$ cat src/logic/dma_bridge_params.svh
// widths, interface numbers, queue tags and reset hold length for the dma bridge
`ifndef DMA_BRIDGE_PARAMS_SVH
`define DMA_BRIDGE_PARAMS_SVH

// datapath widths
`define DATA_W          64
`define KEEP_W          (`DATA_W/8)
`define SIZE_W          16
`define IFNUM_W         8
`define QTAG_W          16

// pipeline interface numbers of the two dma queues
`define QDMA0_IFNUM     8'h02
`define QDMA1_IFNUM     8'h08

// tuser dst bits that steer a packet to each card-to-host queue
`define QDMA0_DST_BIT   1
`define QDMA1_DST_BIT   3

// dst tags sent with card-to-host beats
`define QDMA0_TAG       16'h0001
`define QDMA1_TAG       16'h0002

// datapath reset outlasts the input reset by this many cycles
`define RST_HOLD_CYCLES 16
`define HOLD_CNT_W      5

`endif
$ cat src/logic/dma_bridge_pkg.sv
// package with vector types, beat structs and the grant state enum
`default_nettype none

`include "dma_bridge_params.svh"

package dma_bridge_pkg;

  typedef logic [`DATA_W-1:0]  data_t;
  typedef logic [`KEEP_W-1:0]  keep_t;
  typedef logic [`SIZE_W-1:0]  pkt_size_t;
  typedef logic [`IFNUM_W-1:0] ifnum_t;
  typedef logic [`QTAG_W-1:0]  qtag_t;

  // pipeline sideband, size sits in the low bits with src and dst above it
  typedef struct packed {
    logic [7:0] reserved;
    ifnum_t     dst;
    ifnum_t     src;
    pkt_size_t  size;
  } nf_tuser_t;

  // one beat of the pipeline-side stream
  typedef struct packed {
    data_t     data;
    keep_t     keep;
    nf_tuser_t tuser;
    logic      last;
  } nf_beat_t;

  // one beat of a dma queue stream, src and dst are queue tags
  typedef struct packed {
    data_t     data;
    keep_t     keep;
    logic      last;
    pkt_size_t size;
    qtag_t     src;
    qtag_t     dst;
  } qdma_beat_t;

  typedef enum logic [1:0] {GRANT_IDLE, GRANT_Q0, GRANT_Q1} grant_state_e;

endpackage

`default_nettype wire

$ cat src/logic/dma_bridge_top.sv
// top level joining reset hold, host-to-card merge and card-to-host router
`timescale 1ns/100ps
`default_nettype none

module dma_bridge_top
  import dma_bridge_pkg::*;
(
  input  logic       axis_aclk,
  input  logic       axis_rst,

  // host-to-card queues
  input  qdma_beat_t h2c_0_beat,
  input  logic       h2c_0_valid,
  output logic       h2c_0_ready,
  input  qdma_beat_t h2c_1_beat,
  input  logic       h2c_1_valid,
  output logic       h2c_1_ready,

  // merged stream into the pipeline, valid only
  output nf_beat_t   nf_tx_beat,
  output logic       nf_tx_valid,

  // stream from the pipeline
  input  nf_beat_t   nf_rx_beat,
  input  logic       nf_rx_valid,
  output logic       nf_rx_ready,

  // card-to-host queues
  output qdma_beat_t c2h_0_beat,
  output logic       c2h_0_valid,
  input  logic       c2h_0_ready,
  output qdma_beat_t c2h_1_beat,
  output logic       c2h_1_valid,
  input  logic       c2h_1_ready
);

  logic dp_rst;
  logic h2c_0_fire;
  logic h2c_1_fire;

  assign h2c_0_fire = h2c_0_valid && h2c_0_ready;
  assign h2c_1_fire = h2c_1_valid && h2c_1_ready;

  reset_hold_timer rst_hold0 (
    .axis_aclk (axis_aclk),
    .axis_rst  (axis_rst),
    .dp_rst    (dp_rst)
  );

  h2c_grant_fsm grant0 (
    .axis_aclk   (axis_aclk),
    .dp_rst      (dp_rst),
    .h2c_0_valid (h2c_0_valid),
    .h2c_0_last  (h2c_0_beat.last),
    .h2c_1_valid (h2c_1_valid),
    .h2c_1_last  (h2c_1_beat.last),
    .h2c_0_ready (h2c_0_ready),
    .h2c_1_ready (h2c_1_ready)
  );

  h2c_merge merge0 (
    .axis_aclk   (axis_aclk),
    .dp_rst      (dp_rst),
    .h2c_0_beat  (h2c_0_beat),
    .h2c_1_beat  (h2c_1_beat),
    .h2c_0_fire  (h2c_0_fire),
    .h2c_1_fire  (h2c_1_fire),
    .nf_tx_beat  (nf_tx_beat),
    .nf_tx_valid (nf_tx_valid)
  );

  c2h_router router0 (
    .axis_aclk   (axis_aclk),
    .dp_rst      (dp_rst),
    .nf_rx_beat  (nf_rx_beat),
    .nf_rx_valid (nf_rx_valid),
    .nf_rx_ready (nf_rx_ready),
    .c2h_0_beat  (c2h_0_beat),
    .c2h_1_beat  (c2h_1_beat),
    .c2h_0_valid (c2h_0_valid),
    .c2h_1_valid (c2h_1_valid),
    .c2h_0_ready (c2h_0_ready),
    .c2h_1_ready (c2h_1_ready)
  );

endmodule

`default_nettype wire

$ cat src/logic/c2h_router.sv
// router that steers pipeline beats to the card-to-host queues by dst bits
`timescale 1ns/100ps
`default_nettype none

`include "dma_bridge_params.svh"

module c2h_router
  import dma_bridge_pkg::*;
(
  input  logic       axis_aclk,
  input  logic       dp_rst,
  input  nf_beat_t   nf_rx_beat,
  input  logic       nf_rx_valid,
  output logic       nf_rx_ready,
  output qdma_beat_t c2h_0_beat,
  output qdma_beat_t c2h_1_beat,
  output logic       c2h_0_valid,
  output logic       c2h_1_valid,
  input  logic       c2h_0_ready,
  input  logic       c2h_1_ready
);

  logic      sop;
  logic      rx_fire;
  logic      dst_0;
  logic      dst_1;
  pkt_size_t size_0_q;
  pkt_size_t size_1_q;

  assign dst_0 = nf_rx_beat.tuser.dst[`QDMA0_DST_BIT];
  assign dst_1 = nf_rx_beat.tuser.dst[`QDMA1_DST_BIT];

  // a stall on either queue holds the input
  assign nf_rx_ready = c2h_0_ready && c2h_1_ready && !dp_rst;
  assign rx_fire     = nf_rx_valid && nf_rx_ready;

  // valid also waits on the other queue so a beat moves once on each queue
  assign c2h_0_valid = nf_rx_valid && dst_0 && c2h_1_ready && !dp_rst;
  assign c2h_1_valid = nf_rx_valid && dst_1 && c2h_0_ready && !dp_rst;

  // start of packet, set again after each last beat
  always_ff @(posedge axis_aclk) begin
    if (dp_rst) begin
      sop <= 1'b1;
    end else if (rx_fire) begin
      sop <= nf_rx_beat.last;
    end
  end

  // per-packet size captured from the first beat
  always_ff @(posedge axis_aclk) begin
    if (rx_fire && sop && dst_0) begin
      size_0_q <= nf_rx_beat.tuser.size;
    end
    if (rx_fire && sop && dst_1) begin
      size_1_q <= nf_rx_beat.tuser.size;
    end
  end

  always_comb begin
    c2h_0_beat.data = nf_rx_beat.data;
    c2h_0_beat.keep = nf_rx_beat.keep;
    c2h_0_beat.last = nf_rx_beat.last;
    c2h_0_beat.src  = `QTAG_W'(nf_rx_beat.tuser.src);
    c2h_0_beat.size = (sop && dst_0) ? nf_rx_beat.tuser.size : size_0_q;
    c2h_0_beat.dst  = `QDMA0_TAG;
    c2h_1_beat.data = nf_rx_beat.data;
    c2h_1_beat.keep = nf_rx_beat.keep;
    c2h_1_beat.last = nf_rx_beat.last;
    c2h_1_beat.src  = `QTAG_W'(nf_rx_beat.tuser.src);
    c2h_1_beat.size = (sop && dst_1) ? nf_rx_beat.tuser.size : size_1_q;
    c2h_1_beat.dst  = `QDMA1_TAG;
  end

endmodule

`default_nettype wire

$ cat src/logic/h2c_merge.sv
// registered mux that forwards the granted host-to-card beat to the pipeline
`timescale 1ns/100ps
`default_nettype none

`include "dma_bridge_params.svh"

module h2c_merge
  import dma_bridge_pkg::*;
(
  input  logic       axis_aclk,
  input  logic       dp_rst,
  input  qdma_beat_t h2c_0_beat,
  input  qdma_beat_t h2c_1_beat,
  input  logic       h2c_0_fire,
  input  logic       h2c_1_fire,
  output nf_beat_t   nf_tx_beat,
  output logic       nf_tx_valid
);

  qdma_beat_t sel_beat;
  ifnum_t     sel_ifnum;

  // the grant makes the fires one-hot, queue 1 only wins when it fires
  assign sel_beat  = h2c_1_fire ? h2c_1_beat : h2c_0_beat;
  assign sel_ifnum = h2c_1_fire ? `QDMA1_IFNUM : `QDMA0_IFNUM;

  always_ff @(posedge axis_aclk) begin
    if (dp_rst) begin
      nf_tx_valid <= 1'b0;
    end else begin
      nf_tx_valid <= h2c_0_fire || h2c_1_fire;
    end
  end

  // payload of the accepted beat, tagged with its source interface
  always_ff @(posedge axis_aclk) begin
    if (h2c_0_fire || h2c_1_fire) begin
      nf_tx_beat.data           <= sel_beat.data;
      nf_tx_beat.keep           <= sel_beat.keep;
      nf_tx_beat.last           <= sel_beat.last;
      nf_tx_beat.tuser.size     <= sel_beat.size;
      nf_tx_beat.tuser.src      <= sel_ifnum;
      nf_tx_beat.tuser.dst      <= '0;
      nf_tx_beat.tuser.reserved <= '0;
    end
  end

endmodule

`default_nettype wire

$ cat src/logic/h2c_grant_fsm.sv
// grant state machine that gives one host-to-card queue the merge per packet
`timescale 1ns/100ps
`default_nettype none

module h2c_grant_fsm
  import dma_bridge_pkg::*;
(
  input  logic axis_aclk,
  input  logic dp_rst,
  input  logic h2c_0_valid,
  input  logic h2c_0_last,
  input  logic h2c_1_valid,
  input  logic h2c_1_last,
  output logic h2c_0_ready,
  output logic h2c_1_ready
);

  grant_state_e state;
  grant_state_e state_next;
  logic         fire_0;
  logic         fire_1;

  // idle grants in the same cycle, queue 0 has priority
  always_comb begin
    h2c_0_ready = 1'b0;
    h2c_1_ready = 1'b0;
    case (state)
      GRANT_IDLE: begin
        h2c_0_ready = h2c_0_valid;
        h2c_1_ready = !h2c_0_valid && h2c_1_valid;
      end
      GRANT_Q0: h2c_0_ready = 1'b1;
      GRANT_Q1: h2c_1_ready = 1'b1;
      default: ;
    endcase
    if (dp_rst) begin
      h2c_0_ready = 1'b0;
      h2c_1_ready = 1'b0;
    end
  end

  assign fire_0 = h2c_0_valid && h2c_0_ready;
  assign fire_1 = h2c_1_valid && h2c_1_ready;

  // grant is held until the last beat of the granted packet moves
  always_comb begin
    state_next = state;
    case (state)
      GRANT_IDLE: begin
        if (fire_0 && !h2c_0_last) begin
          state_next = GRANT_Q0;
        end else if (fire_1 && !h2c_1_last) begin
          state_next = GRANT_Q1;
        end
      end
      GRANT_Q0: if (fire_0 && h2c_0_last) state_next = GRANT_IDLE;
      GRANT_Q1: if (fire_1 && h2c_1_last) state_next = GRANT_IDLE;
      default: state_next = GRANT_IDLE;
    endcase
  end

  always_ff @(posedge axis_aclk) begin
    if (dp_rst) begin
      state <= GRANT_IDLE;
    end else begin
      state <= state_next;
    end
  end

endmodule

`default_nettype wire

$ cat src/logic/reset_hold_timer.sv
// reset hold timer that stretches the input reset for the datapath
`timescale 1ns/100ps
`default_nettype none

`include "dma_bridge_params.svh"

module reset_hold_timer (
  input  logic axis_aclk,
  input  logic axis_rst,
  output logic dp_rst
);

  logic [`HOLD_CNT_W-1:0] hold_cnt;
  logic                   hold_q;

  // counter is reloaded as long as the input reset is asserted
  always_ff @(posedge axis_aclk) begin
    if (axis_rst) begin
      hold_cnt <= `HOLD_CNT_W'(`RST_HOLD_CYCLES);
      hold_q   <= 1'b1;
    end else if (hold_cnt != '0) begin
      hold_cnt <= hold_cnt - 1'b1;
      hold_q   <= 1'b1;
    end else begin
      hold_q   <= 1'b0;
    end
  end

  // input reset reaches the datapath without waiting for an edge
  assign dp_rst = axis_rst | hold_q;

endmodule

`default_nettype wire

$ cat config.mk
export PLATFORM = sky130hd
export DESIGN_NAME = dma_bridge_top
export DESIGN_NICKNAME = d
export VERILOG_FILES = /design/src/logic/dma_bridge_pkg.sv /design/src/logic/dma_bridge_top.sv /design/src/logic/c2h_router.sv /design/src/logic/h2c_merge.sv /design/src/logic/h2c_grant_fsm.sv /design/src/logic/reset_hold_timer.sv
export VERILOG_INCLUDE_DIRS = /design/src /design/src/logic
export SDC_FILE = /design/constraint.sdc
export NUM_CORES = 1
export LEC_CHECK = 0
export BUFFER_PORTS_ARGS = -buffer_cell sky130_fd_sc_hd__clkbuf_2
export CAP_MARGIN = 30
export CORE_AREA = 2 2 285 287
export CTS_BUF_LIST = sky130_fd_sc_hd__clkbuf_16
export DETAILED_ROUTE_END_ITERATION = 10
export DIE_AREA = 0 0 287 289
export GPL_ROUTABILITY_DRIVEN = 0
export PLACE_DENSITY = 0.3
export SLEW_MARGIN = 20
export SYNTH_ARGS = -nofsm -noshare
export SYNTH_HDL_FRONTEND = slang
export SYNTH_SLANG_ARGS = --single-unit
export TNS_END_PERCENT = 30
$ cat constraint.sdc
create_clock -name axis_aclk -period 14.5 [get_ports axis_aclk]
set_input_delay 1.45 -clock axis_aclk [delete_from_list [all_inputs] [get_ports axis_aclk]]
set_output_delay 1.45 -clock axis_aclk [all_outputs]
set_load 0.01 [all_outputs]
==> summary.md, run 1 <==
| Metric | Value |
|---|---|
| Outcome | finished, final reports clean |
| Met2 WL post-DR | 12.0 mm |
| Cells after synthesis | 544 |
| Crit path kind | in -> out |
| Setup bufs post-CTS | 0 |
| Pleak | 4.26 nW |
| Post-synthesis mux area share | 21.7% |
| Avg Vias per Cell | 2.46 |
| Number of max-cap violations | 0 |
| Synth async-reset ratio | 0% |
| Post-DP HPWL | 19.9 mm |
| Comb pwr share | 12.6% |
| Crit-path cells | clkbuf_2 -> nand2_1 -> mux2_1 -> clkbuf_2 |
| Compound-cell area share of the yosys netlist | 0.605% |
| Share of Yosys cell area claimed by the top area cell type | 47.0% |
| Syn. warnings | 0 |
| PD cells | 107 mW/mm² |
| Syn avg cell area | 14.4 µm² |
| Max incr delay on CP | 0.54 ns |
| Core Area | 0.0799 mm² |
| Clk slew on worst S/H paths | 0.07 ns |
| Final instance area | 0.00983 mm² |
| Fraction of the mapped netlist area in simple logic gates | 2.48% |
| Synthesized area | 0.00786 mm² |
| P_int | 0.000776 W |
| Post-synth top flop | edfxtp_1 |
| Post-layout min period | 4.22 ns |
| H-Tree Depth | 4 |
| First-pass GRT wire length | 33.6 mm |
| R2R setup slack | 11.45 ns |
| Required @ worst endpoint | 13.05 ns |
| Initial Util | 9.83% |
| Crit end category | primary output |
| Clk buf depth | 2 |
| Routed met1 length | 8.70 mm |
| Total track usage | 5.90% |
| Ports | 723 |
| Largest net degree at the start of global routing | 48 |
| Vias in the first global route | 4633 |
| Vias post-DR | 4432 |
| # hold bufs at CTS | 0 |
| Max layer used | met4 |
| Max Freq | 237 MHz |
| FF-to-FF path depth | 5 |
| Num rows | 104 |
| Wire per inst | 13.9 µm |
| Setup TNS | 0 ns |
| Port Buffers | 334 |
| CTS Buf Count | 17 |
| Post-Route WL | 25.1 mm |
| Worst skew pair latency | 0.48 ns |
| Hold path depth | 2 |
| Die Area | 0.0829 mm² |
| CTS tree | yes |
| Root Buffer | clkbuf_16 |
| Clock Sinks | 133 |
| Hold EP | rst_hold0.hold_cnt[1]$_SDFFE_PP0P_ |
| Register bit total from synthesis | 133 |
| Die Wd | 287 µm |
| RSZ-0062 raised after global routing | false |
| Psw | 0.000272 W |
| # DRC | 0 |
| Drt first-iter violations | 142 |
| RR Startpoint | grant0.state[0]$_SDFFE_PP0P_ |
| Critical path's slowest cell | mux2_1 |
| Final Hold Viols | 0 |
| Antenna Nets Post-Route | 0 |
| Top-count cell post-synth | buf_4 |
| Worst-case clock skew | 0.0240 ns |
| Area Growth Syn to Fin | 25.1% |
| Post-synth EDFFs | 123 |
| Worst slew margin | 39.1% |
| Final setup viols | 0 |
| Cell Area, Placed | 0.00921 mm² |
| Synth top cells by count | 232 x buf_4, 123 x edfxtp_1, 88 x mux2_4, 19 x mux2_1, 14 x mux2_2 |
| Sequential power share | 42.5% |
| Main combinational cell family by area after synthesis | buffers and inverters |
| HP Start | rst_hold0.hold_cnt[1]$_SDFFE_PP0P_ |
| WP data arrival | 2.77 ns |
| Post-route insts no fill | 1800 |
| Initial antenna violation count | 4 |
| Post-Synth XOR/XNOR Area | 0.334% |
| Clock network power share | 44.9% |
| Die H | 289 µm |
| Placed Cells | 1767 |
| Post-CTS Resized | 0 |
| Layout cell share with drive strength beyond 1 | 65.0% |
| DRT Pass-1 Iters | 4 |
| Worst-Margin Slew | 0.911 ns |
| Reg-to-reg endpoint | merge0.nf_tx_beat[68]$_DFFE_PP_ |
| Final antenna diode count | 0 |
| Adder-Cell Fraction of Synth Area | 0.159% |
| Nets@finish | 1090 |
| Sequential fraction of the synthesis area | 49.6% |
| Gr ovfl total | 0 |
| Top cells by area, synth | edfxtp_1 47%, buf_4 22%, mux2_4 17%, mux2_1 2.7%, buf_12 2.5% |
| Slew Viols, Final | 0 |
| Cell mode on critical path | clkbuf_2 |
| VDD IR max | 69.6 µV |
| Startpoint Class | input port |
| Hold Crit Class | reg -> reg |
| Critical path buffer and inverter count | 2 |
| Switch share | 25.9% |
| Cell taking the most area after synthesis | edfxtp_1 |
| Synth cell types | 35 |
| Met3 WL post-DR | 2.91 mm |
| CP top delay family | multiplexers |
| CP Max Fanout | 17 |
| Period utilization | 29.1% |
sequential cells by signal (all words and copies together) (netlist names):
| signal | cells |
|---|---|
| grant0.state | 2 |
| rst_hold0.hold_cnt | 5 |
| merge0.nf_tx_valid | 1 |
| router0.sop | 1 |
| rst_hold0.hold_q | 1 |
| router0.size_0_q | 16 |
| router0.size_1_q | 16 |
| merge0.nf_tx_beat | 91 |
worst reg2reg max path, stage by stage, from the launching register on:
cell,delay [ns]
dfxtp_1,0.39
nand2b_4,0.18
nand3b_4,0.33
buf_4,0.65
buf_4,0.84
mux2_4,0.40
worst max path at each step:
stage	depth (start not counted)	slack, ns	endpoint	startpoint
2_1_floorplan	3	7.71	merge0.nf_tx_beat[0]$_DFFE_PP_	axis_rst
3_3_place_gp	5	10.15	merge0.nf_tx_beat[71]$_DFFE_PP_	axis_rst
3_5_place_dp	5	10.08	merge0.nf_tx_beat[111]$_DFFE_PP_	axis_rst
4_1_cts	4	10.24	c2h_1_beat[46]	nf_rx_beat[28]
5_1_grt	4	10.18	c2h_1_beat[45]	nf_rx_beat[28]
6_report	4	10.28	c2h_1_beat[46]	nf_rx_beat[28]
routing by layer:
metal  vias to the layer above  GRT usage, %
met5                         -             0
met3                       104          2.84
met2                       319          9.55
li1                       1970             -
met1                      2039          5.83
met4                         0          4.58
cell families after synthesis:
family / after synthesis
buf+inv: 249
compound gates: 7
other cells: 2
flops: 133
mux: 122
simple gates: 27
fa+ha+maj: 1
xor+xnor: 3
power groups by stage:
stage | Sequential (W) | Combinational, W | Clock [W]
4_1_cts | 0.000446 | 0.000135 | 0.000506
5_1_grt | 0.000447 | 0.000146 | 0.000513
3_3_place_gp | 0.000454 | 0.000133 | 0
6_report | 0.000446 | 0.000132 | 0.000471
2_1_floorplan | 0.000459 | 0.000132 | 0
3_5_place_dp | 0.000454 | 0.000134 | 0
per-stage QoR:
| step | util (%) | power (W) | hold slack (ns) | setup WS [ns] |
|---|---|---|---|---|
| after global placement | 11.5 | 0.000587 | 0.474 | 10.15 |
| after floorplan | - | 0.000591 | 0.447 | 7.71 |
| after detailed placement | 11.5 | 0.000588 | 0.494 | 10.08 |
| final | 12.3 | 0.00105 | 0.506 | 10.28 |
| after CTS | 12.3 | 0.00109 | 0.514 | 10.24 |
| after global routing | 12.3 | 0.00111 | 0.535 | 10.18 |
cell usage in the layout (no fill, tap or decap), drive strengths merged:
| master | netlist | routed |
|---|---|---|
| mux2i | 1 | 1 |
| inv | 4 | 9 |
| nand2 | 4 | 4 |
| a21oi | 3 | 3 |
| and3 | 1 | 1 |
| nor2 | 6 | 6 |
| nor3 | 5 | 5 |
| nand3b | 1 | 1 |
| bufinv | 0 | 3 |
| conb | 2 | 70 |
| clkbuf | 1 | 351 |
| ha | 1 | 1 |
| nand2b | 3 | 3 |
| a211oi | 1 | 1 |
| edfxtp | 123 | 123 |
| and4 | 2 | 2 |
| dfxtp | 10 | 10 |
| clkinv | 0 | 6 |
| a21boi | 1 | 1 |
| mux2 | 121 | 121 |
| clkinvlp | 0 | 1 |
| xnor2 | 3 | 3 |
| or2 | 2 | 2 |
| buf | 244 | 7 |
| nand3 | 1 | 1 |
| nor2b | 1 | 1 |
| a2111oi | 1 | 1 |
| nor4b | 1 | 1 |
| a21o | 1 | 1 |
layout make-up:
class / count / area, µm²
clock buffers: 17 / 425
clock inverters: 15 / 180
flip-flops and latches: 133 / 3890
repair buffers: 341 / 1730
multi-input cells: 230 / 2260
well taps: 1060 / 1330
fillers: 9115 / 70100
inverters: 4 / 15.0
(Power assumes the default switching activity.)
==> run 2: changes to the inputs <==
--- a/config.mk
+++ b/config.mk
@@ -8,10 +8,10 @@
 export LEC_CHECK = 0
 export BUFFER_PORTS_ARGS = -buffer_cell sky130_fd_sc_hd__clkbuf_2
 export CAP_MARGIN = 30
-export CORE_AREA = 2 2 285 287
+export CORE_AREA = 2 2 279 281
 export CTS_BUF_LIST = sky130_fd_sc_hd__clkbuf_16
 export DETAILED_ROUTE_END_ITERATION = 10
-export DIE_AREA = 0 0 287 289
+export DIE_AREA = 0 0 281 283
 export GPL_ROUTABILITY_DRIVEN = 0
 export PLACE_DENSITY = 0.3
 export SLEW_MARGIN = 20
==> constraint.sdc (replaced) <==
create_clock -name axis_aclk -period 4 [get_ports axis_aclk]
set_input_delay 0.4 -clock axis_aclk [delete_from_list [all_inputs] [get_ports axis_aclk]]
set_output_delay 0.4 -clock axis_aclk [all_outputs]
set_load 0.01 [all_outputs]
==> run 2 against run 1 <==
  * Largest power group is now sequential cells
  * Critical endpoint is now merge0.nf_tx_beat[107]$_DFFE_PP_
  * First-iteration DRC count grew 30%
  * Hold slack lost 0.36 ns
  * Utilization grew 0.53 points
  * Final area grew 0.10%
  * Register-to-register slack lost 10 ns
==> summary.md, run 2 (synthesis gave the netlist of run 1 again) <==
| Metric | Value |
|---|---|
| Outcome | finished, final reports clean |
| P_int | 0.00270 W |
| Max Freq | 384 MHz |
| Clk slew on worst S/H paths | 0.07 ns |
| Met3 WL post-DR | 2.89 mm |
| Nets@finish | 1097 |
| Total track usage | 5.70% |
| DRT Pass-1 Iters | 4 |
| Routed met1 length | 8.04 mm |
| Setup TNS | 0 ns |
| CTS tree | yes |
| Avg Vias per Cell | 2.49 |
| Pleak | 4.28 nW |
| Final antenna diode count | 0 |
| Top reg by flops | merge0.nf_tx_beat |
| Post-route worst setup slack | 1.40 ns |
| Worst skew pair latency | 0.46 ns |
| Max incr delay on CP | 0.79 ns |
| CTS Buf Count | 17 |
| CP top delay family | buffers and inverters |
| Gr ovfl total | 0 |
| Root Buffer | clkbuf_16 |
| Vias in the first global route | 4539 |
| Crit path kind | reg -> reg |
| Clock Sinks | 133 |
| # DRC | 0 |
| Crit-path cells | nand2b_4 -> nand3b_4 -> buf_4 -> mux2_4 |
| Setup bufs post-CTS | 0 |
| Required @ worst endpoint | 4.21 ns |
| Largest regs | merge0.nf_tx_beat: 91 flops, router0.size_0_q: 16 flops, router0.size_1_q: 16 flops |
| Post-CTS Resized | 0 |
| Startpoint Class | flop |
| Ports | 723 |
| Critical path buffer and inverter count | 1 |
| Psw | 0.000957 W |
| Worst-case clock skew | 0.0102 ns |
| Period utilization | 65.0% |
| Die H | 283 µm |
| Switch share | 26.2% |
| Initial antenna violation count | 3 |
| RSZ-0062 raised after global routing | false |
| Wire per inst | 13.2 µm |
| Number of max-cap violations | 0 |
| VDD IR max | 292 µV |
| Clk buf depth | 2 |
| Slew Viols, Final | 0 |
| Drt first-iter violations | 184 |
| Sequential power share | 44.2% |
| Worst slew margin | 39.2% |
| Max layer used | met4 |
| RR Startpoint | grant0.state[0]$_SDFFE_PP0P_ |
| First-pass GRT wire length | 31.5 mm |
| Critical path's slowest cell | buf_4 |
| PD cells | 372 mW/mm² |
| Vias post-DR | 4447 |
| Port Buffers | 334 |
| Num rows | 102 |
| Largest net degree at the start of global routing | 47 |
| Clock network power share | 42.6% |
| Core Area | 0.0767 mm² |
| Antenna Nets Post-Route | 0 |
| Crit end category | flop |
| # hold bufs at CTS | 0 |
| Post-DP HPWL | 18.5 mm |
| Hold Crit Class | in -> reg |
| HP Start | h2c_0_beat[48] |
| Die Wd | 281 µm |
| Met2 WL post-DR | 11.3 mm |
| Comb pwr share | 13.2% |
| Final setup viols | 0 |
| Layout cell share with drive strength beyond 1 | 65.5% |
| Commonest non-fill, non-tap cell in the layout | clkbuf_2 |
| WP data arrival | 2.81 ns |
| Initial Util | 10.2% |
| Max FFs per register | 91 |
| Fillers | 8693 |
| Most frequent cells in the layout | 334 x clkbuf_2, 123 x edfxtp_1, 88 x mux2_4 |
| Worst-Margin Slew | 0.912 ns |
| H-Tree Depth | 4 |
| Die Area | 0.0795 mm² |
| Worst slack, placed | 1.21 ns |
| Final Hold Viols | 0 |
| Post-Route WL | 23.6 mm |
| Start point of the critical path | grant0.state[0]$_SDFFE_PP0P_ |
| Post-layout min period | 2.60 ns |
| Area Growth Syn to Fin | 25.3% |
| CP Max Fanout | 46 |
run 2: cell count changes in the layout (fill, tap and decap cells not counted), sizes merged:
cell / previous run / this run
clkinvlp: 1 / 3
bufinv: 3 / 1
buf: 7 / 14
clkinv: 6 / 3
inv: 9 / 12
run 2: layer usage:
| metal | global-route usage (%) | vias to the layer above |
|---|---|---|
| met5 | 0 | - |
| met4 | 4.52 | 0 |
| met3 | 2.71 | 114 |
| met2 | 9.54 | 306 |
| met1 | 5.31 | 2036 |
| li1 | - | 1991 |
run 2: worst reg2reg max path: stages (launching register included):
cell	delay, ns
dfxtp_1	0.39
nand2b_4	0.18
nand3b_4	0.53
buf_4	0.82
mux2_4	0.45
run 2: worst paths after layout:
path | end | slack, ns | cells after the start
worst max-delay path | merge0.nf_tx_beat[107]$_DFFE_PP_ | 1.40 | 4
worst max register to register | merge0.nf_tx_beat[107]$_DFFE_PP_ | 1.40 | 4
worst min register to register | router0.sop$_SDFFE_PP1P_ | 0.51 | 2
worst min-delay path | grant0.state[0]$_SDFFE_PP0P_ | 0.15 | 2
run 2: power groups by stage:
| stage | Clock, W | Combinational [W] | Sequential, W |
|---|---|---|---|
| final | 0.00156 | 0.000484 | 0.00162 |
| after global routing | 0.00169 | 0.000535 | 0.00162 |
| after CTS | 0.00166 | 0.000492 | 0.00162 |
| after detailed placement | 0 | 0.000488 | 0.00165 |
| after global placement | 0 | 0.000489 | 0.00165 |
| after floorplan | 0 | 0.000479 | 0.00166 |
run 2: final cells by class:
cell class / count / area, µm² / area share [%]
multi-input combinational: 230 / 2260 / 22.9
timing repair buffer: 348 / 1800 / 18.3
tap: 1040 / 1300 / 13.2
clock inverter: 15 / 143 / 1.45
clock buffer: 17 / 425 / 4.32
inverter: 4 / 15.0 / 0.153
sequential: 133 / 3890 / 39.6
run 2: through the flow:
stage | total power [W] | util [%] | instance area (µm²) | instances | hold WS (ns)
4_1_cts | 0.00377 | 12.8 | 9810 | 1785 | 0.0805
3_3_place_gp | 0.00213 | 12.1 | 9240 | 1753 | 0.476
3_5_place_dp | 0.00213 | 12.1 | 9240 | 1753 | 0.485
5_1_grt | 0.00385 | 12.8 | 9840 | 1787 | 0.113
6_report | 0.00366 | 12.8 | 9840 | 1787 | 0.147
2_1_floorplan | 0.00214 | - | 8120 | 612 | 0.447
==> run 3: changes to the inputs <==
--- a/config.mk
+++ b/config.mk
@@ -6,12 +6,13 @@
 export SDC_FILE = /design/constraint.sdc
 export NUM_CORES = 1
 export LEC_CHECK = 0
+export ABC_AREA = 1
 export BUFFER_PORTS_ARGS = -buffer_cell sky130_fd_sc_hd__clkbuf_2
 export CAP_MARGIN = 30
-export CORE_AREA = 2 2 279 281
+export CORE_AREA = 2 2 284 286
 export CTS_BUF_LIST = sky130_fd_sc_hd__clkbuf_16
 export DETAILED_ROUTE_END_ITERATION = 10
-export DIE_AREA = 0 0 281 283
+export DIE_AREA = 0 0 286 288
 export GPL_ROUTABILITY_DRIVEN = 0
 export PLACE_DENSITY = 0.3
 export SLEW_MARGIN = 20
==> constraint.sdc (replaced) <==
create_clock -name axis_aclk -period 2.4 [get_ports axis_aclk]
set_input_delay 0.24 -clock axis_aclk [delete_from_list [all_inputs] [get_ports axis_aclk]]
set_output_delay 0.24 -clock axis_aclk [all_outputs]
set_load 0.01 [all_outputs]
==> run 3 against run 2 <==
  * Combinational power grew 72%
  * Critical path type is now in -> reg
  * Register-to-register slack lost 1.1 ns
  * Synthesized cell count grew 49%
  * Non-clock buffer count grew 99
  * Largest cell class unchanged
==> summary.md, run 3 <==
| Metric | Value |
|---|---|
| Reg-to-reg endpoint | merge0.nf_tx_beat[55]$_DFFE_PP_ |
| H-Tree Depth | 4 |
| Worst-case clock skew | 0.0101 ns |
| Worst-Margin Slew | 0.604 ns |
| Vias post-DR | 5914 |
| Post-Route Utilization | 13.4% |
| Cell taking the most area after synthesis | edfxtp_1 |
| Final antenna diode count | 0 |
| CP Max Fanout | 66 |
| Outcome | finished, final reports clean |
| Clk slew on worst S/H paths | 0.07 ns |
| Post-synth top flop | edfxtp_1 |
| Worst Setup EP | merge0.nf_tx_beat[55]$_DFFE_PP_ |
| Worst slew margin | 59.3% |
| Cell mode on critical path | nand2_1 |
| DRT Pass-1 Iters | 4 |
| Synth cell types | 26 |
| Start point of the critical path | axis_rst |
| Layout cell share with drive strength beyond 1 | 35.3% |
| Port Buffers | 334 |
| Met2 global-route usage | 12.9% |
| Hold Crit Class | in -> reg |
| Die H | 288 µm |
| Post-route insts no fill | 2162 |
| Clock network power share | 45.2% |
| Sequential power share | 41.7% |
| Max incr delay on CP | 0.55 ns |
| Top Usage Layer GRT | met2 |
| Period utilization | 96.4% |
| Slew Viols, Final | 0 |
| Sequential fraction of the synthesis area | 52.0% |
| Largest net degree at the start of global routing | 67 |
| Max Freq | 432 MHz |
| Pleak | 4.77 nW |
| WP data arrival | 2.54 ns |
| Startpoint Class | input port |
| R2R setup slack | 0.27 ns |
| CTS Buf Count | 17 |
| Avg Vias per Cell | 2.74 |
| Register bit total from synthesis | 133 |
| Initial antenna violation count | 2 |
| Core Area | 0.0796 mm² |
| Grt met3 use | 4.14% |
| PD cells | 599 mW/mm² |
| Vias in the first global route | 5815 |
| Final Hold Viols | 0 |
| First-pass GRT wire length | 43.1 mm |
| CTS tree | yes |
| Die Wd | 286 µm |
| Switch share | 25.7% |
| Synth top cells by count | 319 x nand2_1, 240 x buf_4, 123 x edfxtp_1, 34 x o21ai_0, 26 x inv_1 |
| Number of max-cap violations | 0 |
| Num rows | 104 |
| Share of Yosys cell area claimed by the top area cell type | 49.3% |
| RSZ-0062 raised after global routing | false |
| Hold path depth | 3 |
| Antenna Nets Post-Route | 0 |
| Gr ovfl total | 0 |
| Synthesized area | 0.00749 mm² |
| Most frequent cells in the layout | 334 x clkbuf_2, 318 x nand2_1, 123 x edfxtp_1 |
| Comb pwr share | 13.0% |
| Post-synth EDFFs | 123 |
| Setup bufs post-CTS | 0 |
| Largest regs | merge0.nf_tx_beat: 91 flops, router0.size_0_q: 16 flops, router0.size_1_q: 16 flops |
| Psw | 0.00164 W |
| Commonest non-fill, non-tap cell in the layout | clkbuf_2 |
| Clk buf depth | 2 |
| Fillers | 9199 |
| # DRC | 0 |
| Multi-input logic area | 0.00185 mm² |
| Top reg by flops | merge0.nf_tx_beat |
| Post-Route WL | 32.6 mm |
| Syn avg cell area | 9.23 µm² |
| Cells after synthesis | 812 |
| Cell Area, Placed | 0.00905 mm² |
| Initial Util | 9.41% |
| Register area | 0.00389 mm² |
| Syn. warnings | 0 |
| Worst skew pair latency | 0.47 ns |
| Max FFs per register | 91 |
| Nets@finish | 1452 |
| VDD IR max | 522 µV |
| Wire per inst | 15.1 µm |
| Crit path kind | in -> reg |
| Placed Cells | 2035 |
| Top-count cell post-synth | nand2_1 |
| Drt first-iter violations | 234 |
| FF-to-FF path depth | 10 |
| Total track usage | 7.71% |
| Crit end category | flop |
| Final instance area | 0.0106 mm² |
| Die Area | 0.0824 mm² |
| Ports | 723 |
| Clock Sinks | 133 |
| Area Growth Syn to Fin | 41.9% |
| RR Startpoint | rst_hold0.hold_q$_SDFF_PP1_ |
| Met1 Use GR | 7.75% |
| Post-DP HPWL | 26.5 mm |
| Top cells by area, synth | edfxtp_1 49%, buf_4 24%, nand2_1 16%, dfxtp_1 2.7%, o21ai_0 2.3% |
| Post-layout min period | 2.31 ns |
| Critical path's slowest cell | dlygate4sd3_1 |
| Synth async-reset ratio | 0% |
| Final setup viols | 0 |
| Crit-path cells | dlygate4sd3_1 -> clkbuf_2 -> inv_2 -> nand2_2 -> nor2_2 -> nand2_1 -> inv_2 -> nand2_4 -> buf_12 -> nand2_1 -> nand2_1 -> dlygate4sd3_1 |
| Required @ worst endpoint | 2.62 ns |
| Setup TNS | 0 ns |
| Root Buffer | clkbuf_16 |
| P_int | 0.00474 W |
run 3: cell families after synthesis:
| family | after synthesis | share of synthesized area, % |
|---|---|---|
| AND/OR/NAND/NOR | 346 | 17.8 |
| other | 2 | 0.100 |
| XOR/XNOR | 2 | 0.234 |
| adder cells (fa/ha/maj) | 1 | 0.167 |
| flip-flops | 133 | 52.0 |
| buffers and inverters | 287 | 26.9 |
| AO/OA/AOI/OAI | 41 | 2.84 |
run 3: cell type report:
cell class / count / area share, %
Clock buffer: 17 / 4.00
Clock inverter: 15 / 1.79
Inverter: 30 / 1.08
Multi-Input combinational cell: 460 / 17.4
Sequential cell: 133 / 36.6
Tap cell: 1060 / 12.5
Timing Repair Buffer: 447 / 26.7
run 3: routing by layer:
metal	vias up	part of all wire, %
met5	-	0
met4	0	3.7
met3	92	12
met2	363	49
met1	2624	36
li1	2835	-
run 3: what timing repair did:
item	in CTS	in global routing
hold endpoints to repair	78	0
hold buffers	96	0
resized for setup	0	2
setup endpoints to repair	0	9
run 3: worst min-delay path by stage:
| stage | from | endpoint |
|---|---|---|
| floorplan | nf_rx_beat[1] | router0.size_0_q[0]$_DFFE_PP_ |
| CTS | h2c_1_beat[105] | merge0.nf_tx_beat[97]$_DFFE_PP_ |
| detailed placement | rst_hold0.hold_cnt[4]$_SDFFE_PP1P_ | rst_hold0.hold_cnt[4]$_SDFFE_PP1P_ |
| global route | h2c_0_beat[111] | merge0.nf_tx_beat[103]$_DFFE_PP_ |
| finish | h2c_1_beat[40] | merge0.nf_tx_beat[9]$_DFFE_PP_ |
| global placement | rst_hold0.hold_cnt[4]$_SDFFE_PP1P_ | rst_hold0.hold_cnt[4]$_SDFFE_PP1P_ |
run 3: critical path: cells and delay by family:
kind          cells  cell delay [ns]
buf+inv           6             1.55
simple gates      6             0.62
run 3: power by group through the flow:
stage	combinational, W	sequential [W]	clock, W
6_report	0.000831	0.00266	0.00288
5_1_grt	0.000933	0.00267	0.00314
4_1_cts	0.000853	0.00266	0.00308
3_5_place_dp	0.000720	0.00271	0
3_3_place_gp	0.000714	0.00271	0
2_1_floorplan	0.000677	0.00272	0
run 3: stage by stage:
step | worst slack (ns) | hold WS (ns) | total power (W)
after floorplan | 0.395 | 0.339 | 0.00340
after global placement | 0.449 | 0.429 | 0.00342
after detailed placement | 0.435 | 0.432 | 0.00343
after CTS | 0.0533 | 0.000152 | 0.00659
after global routing | 0.00352 | 0.0143 | 0.00674
final | 0.0852 | 0.0592 | 0.00637
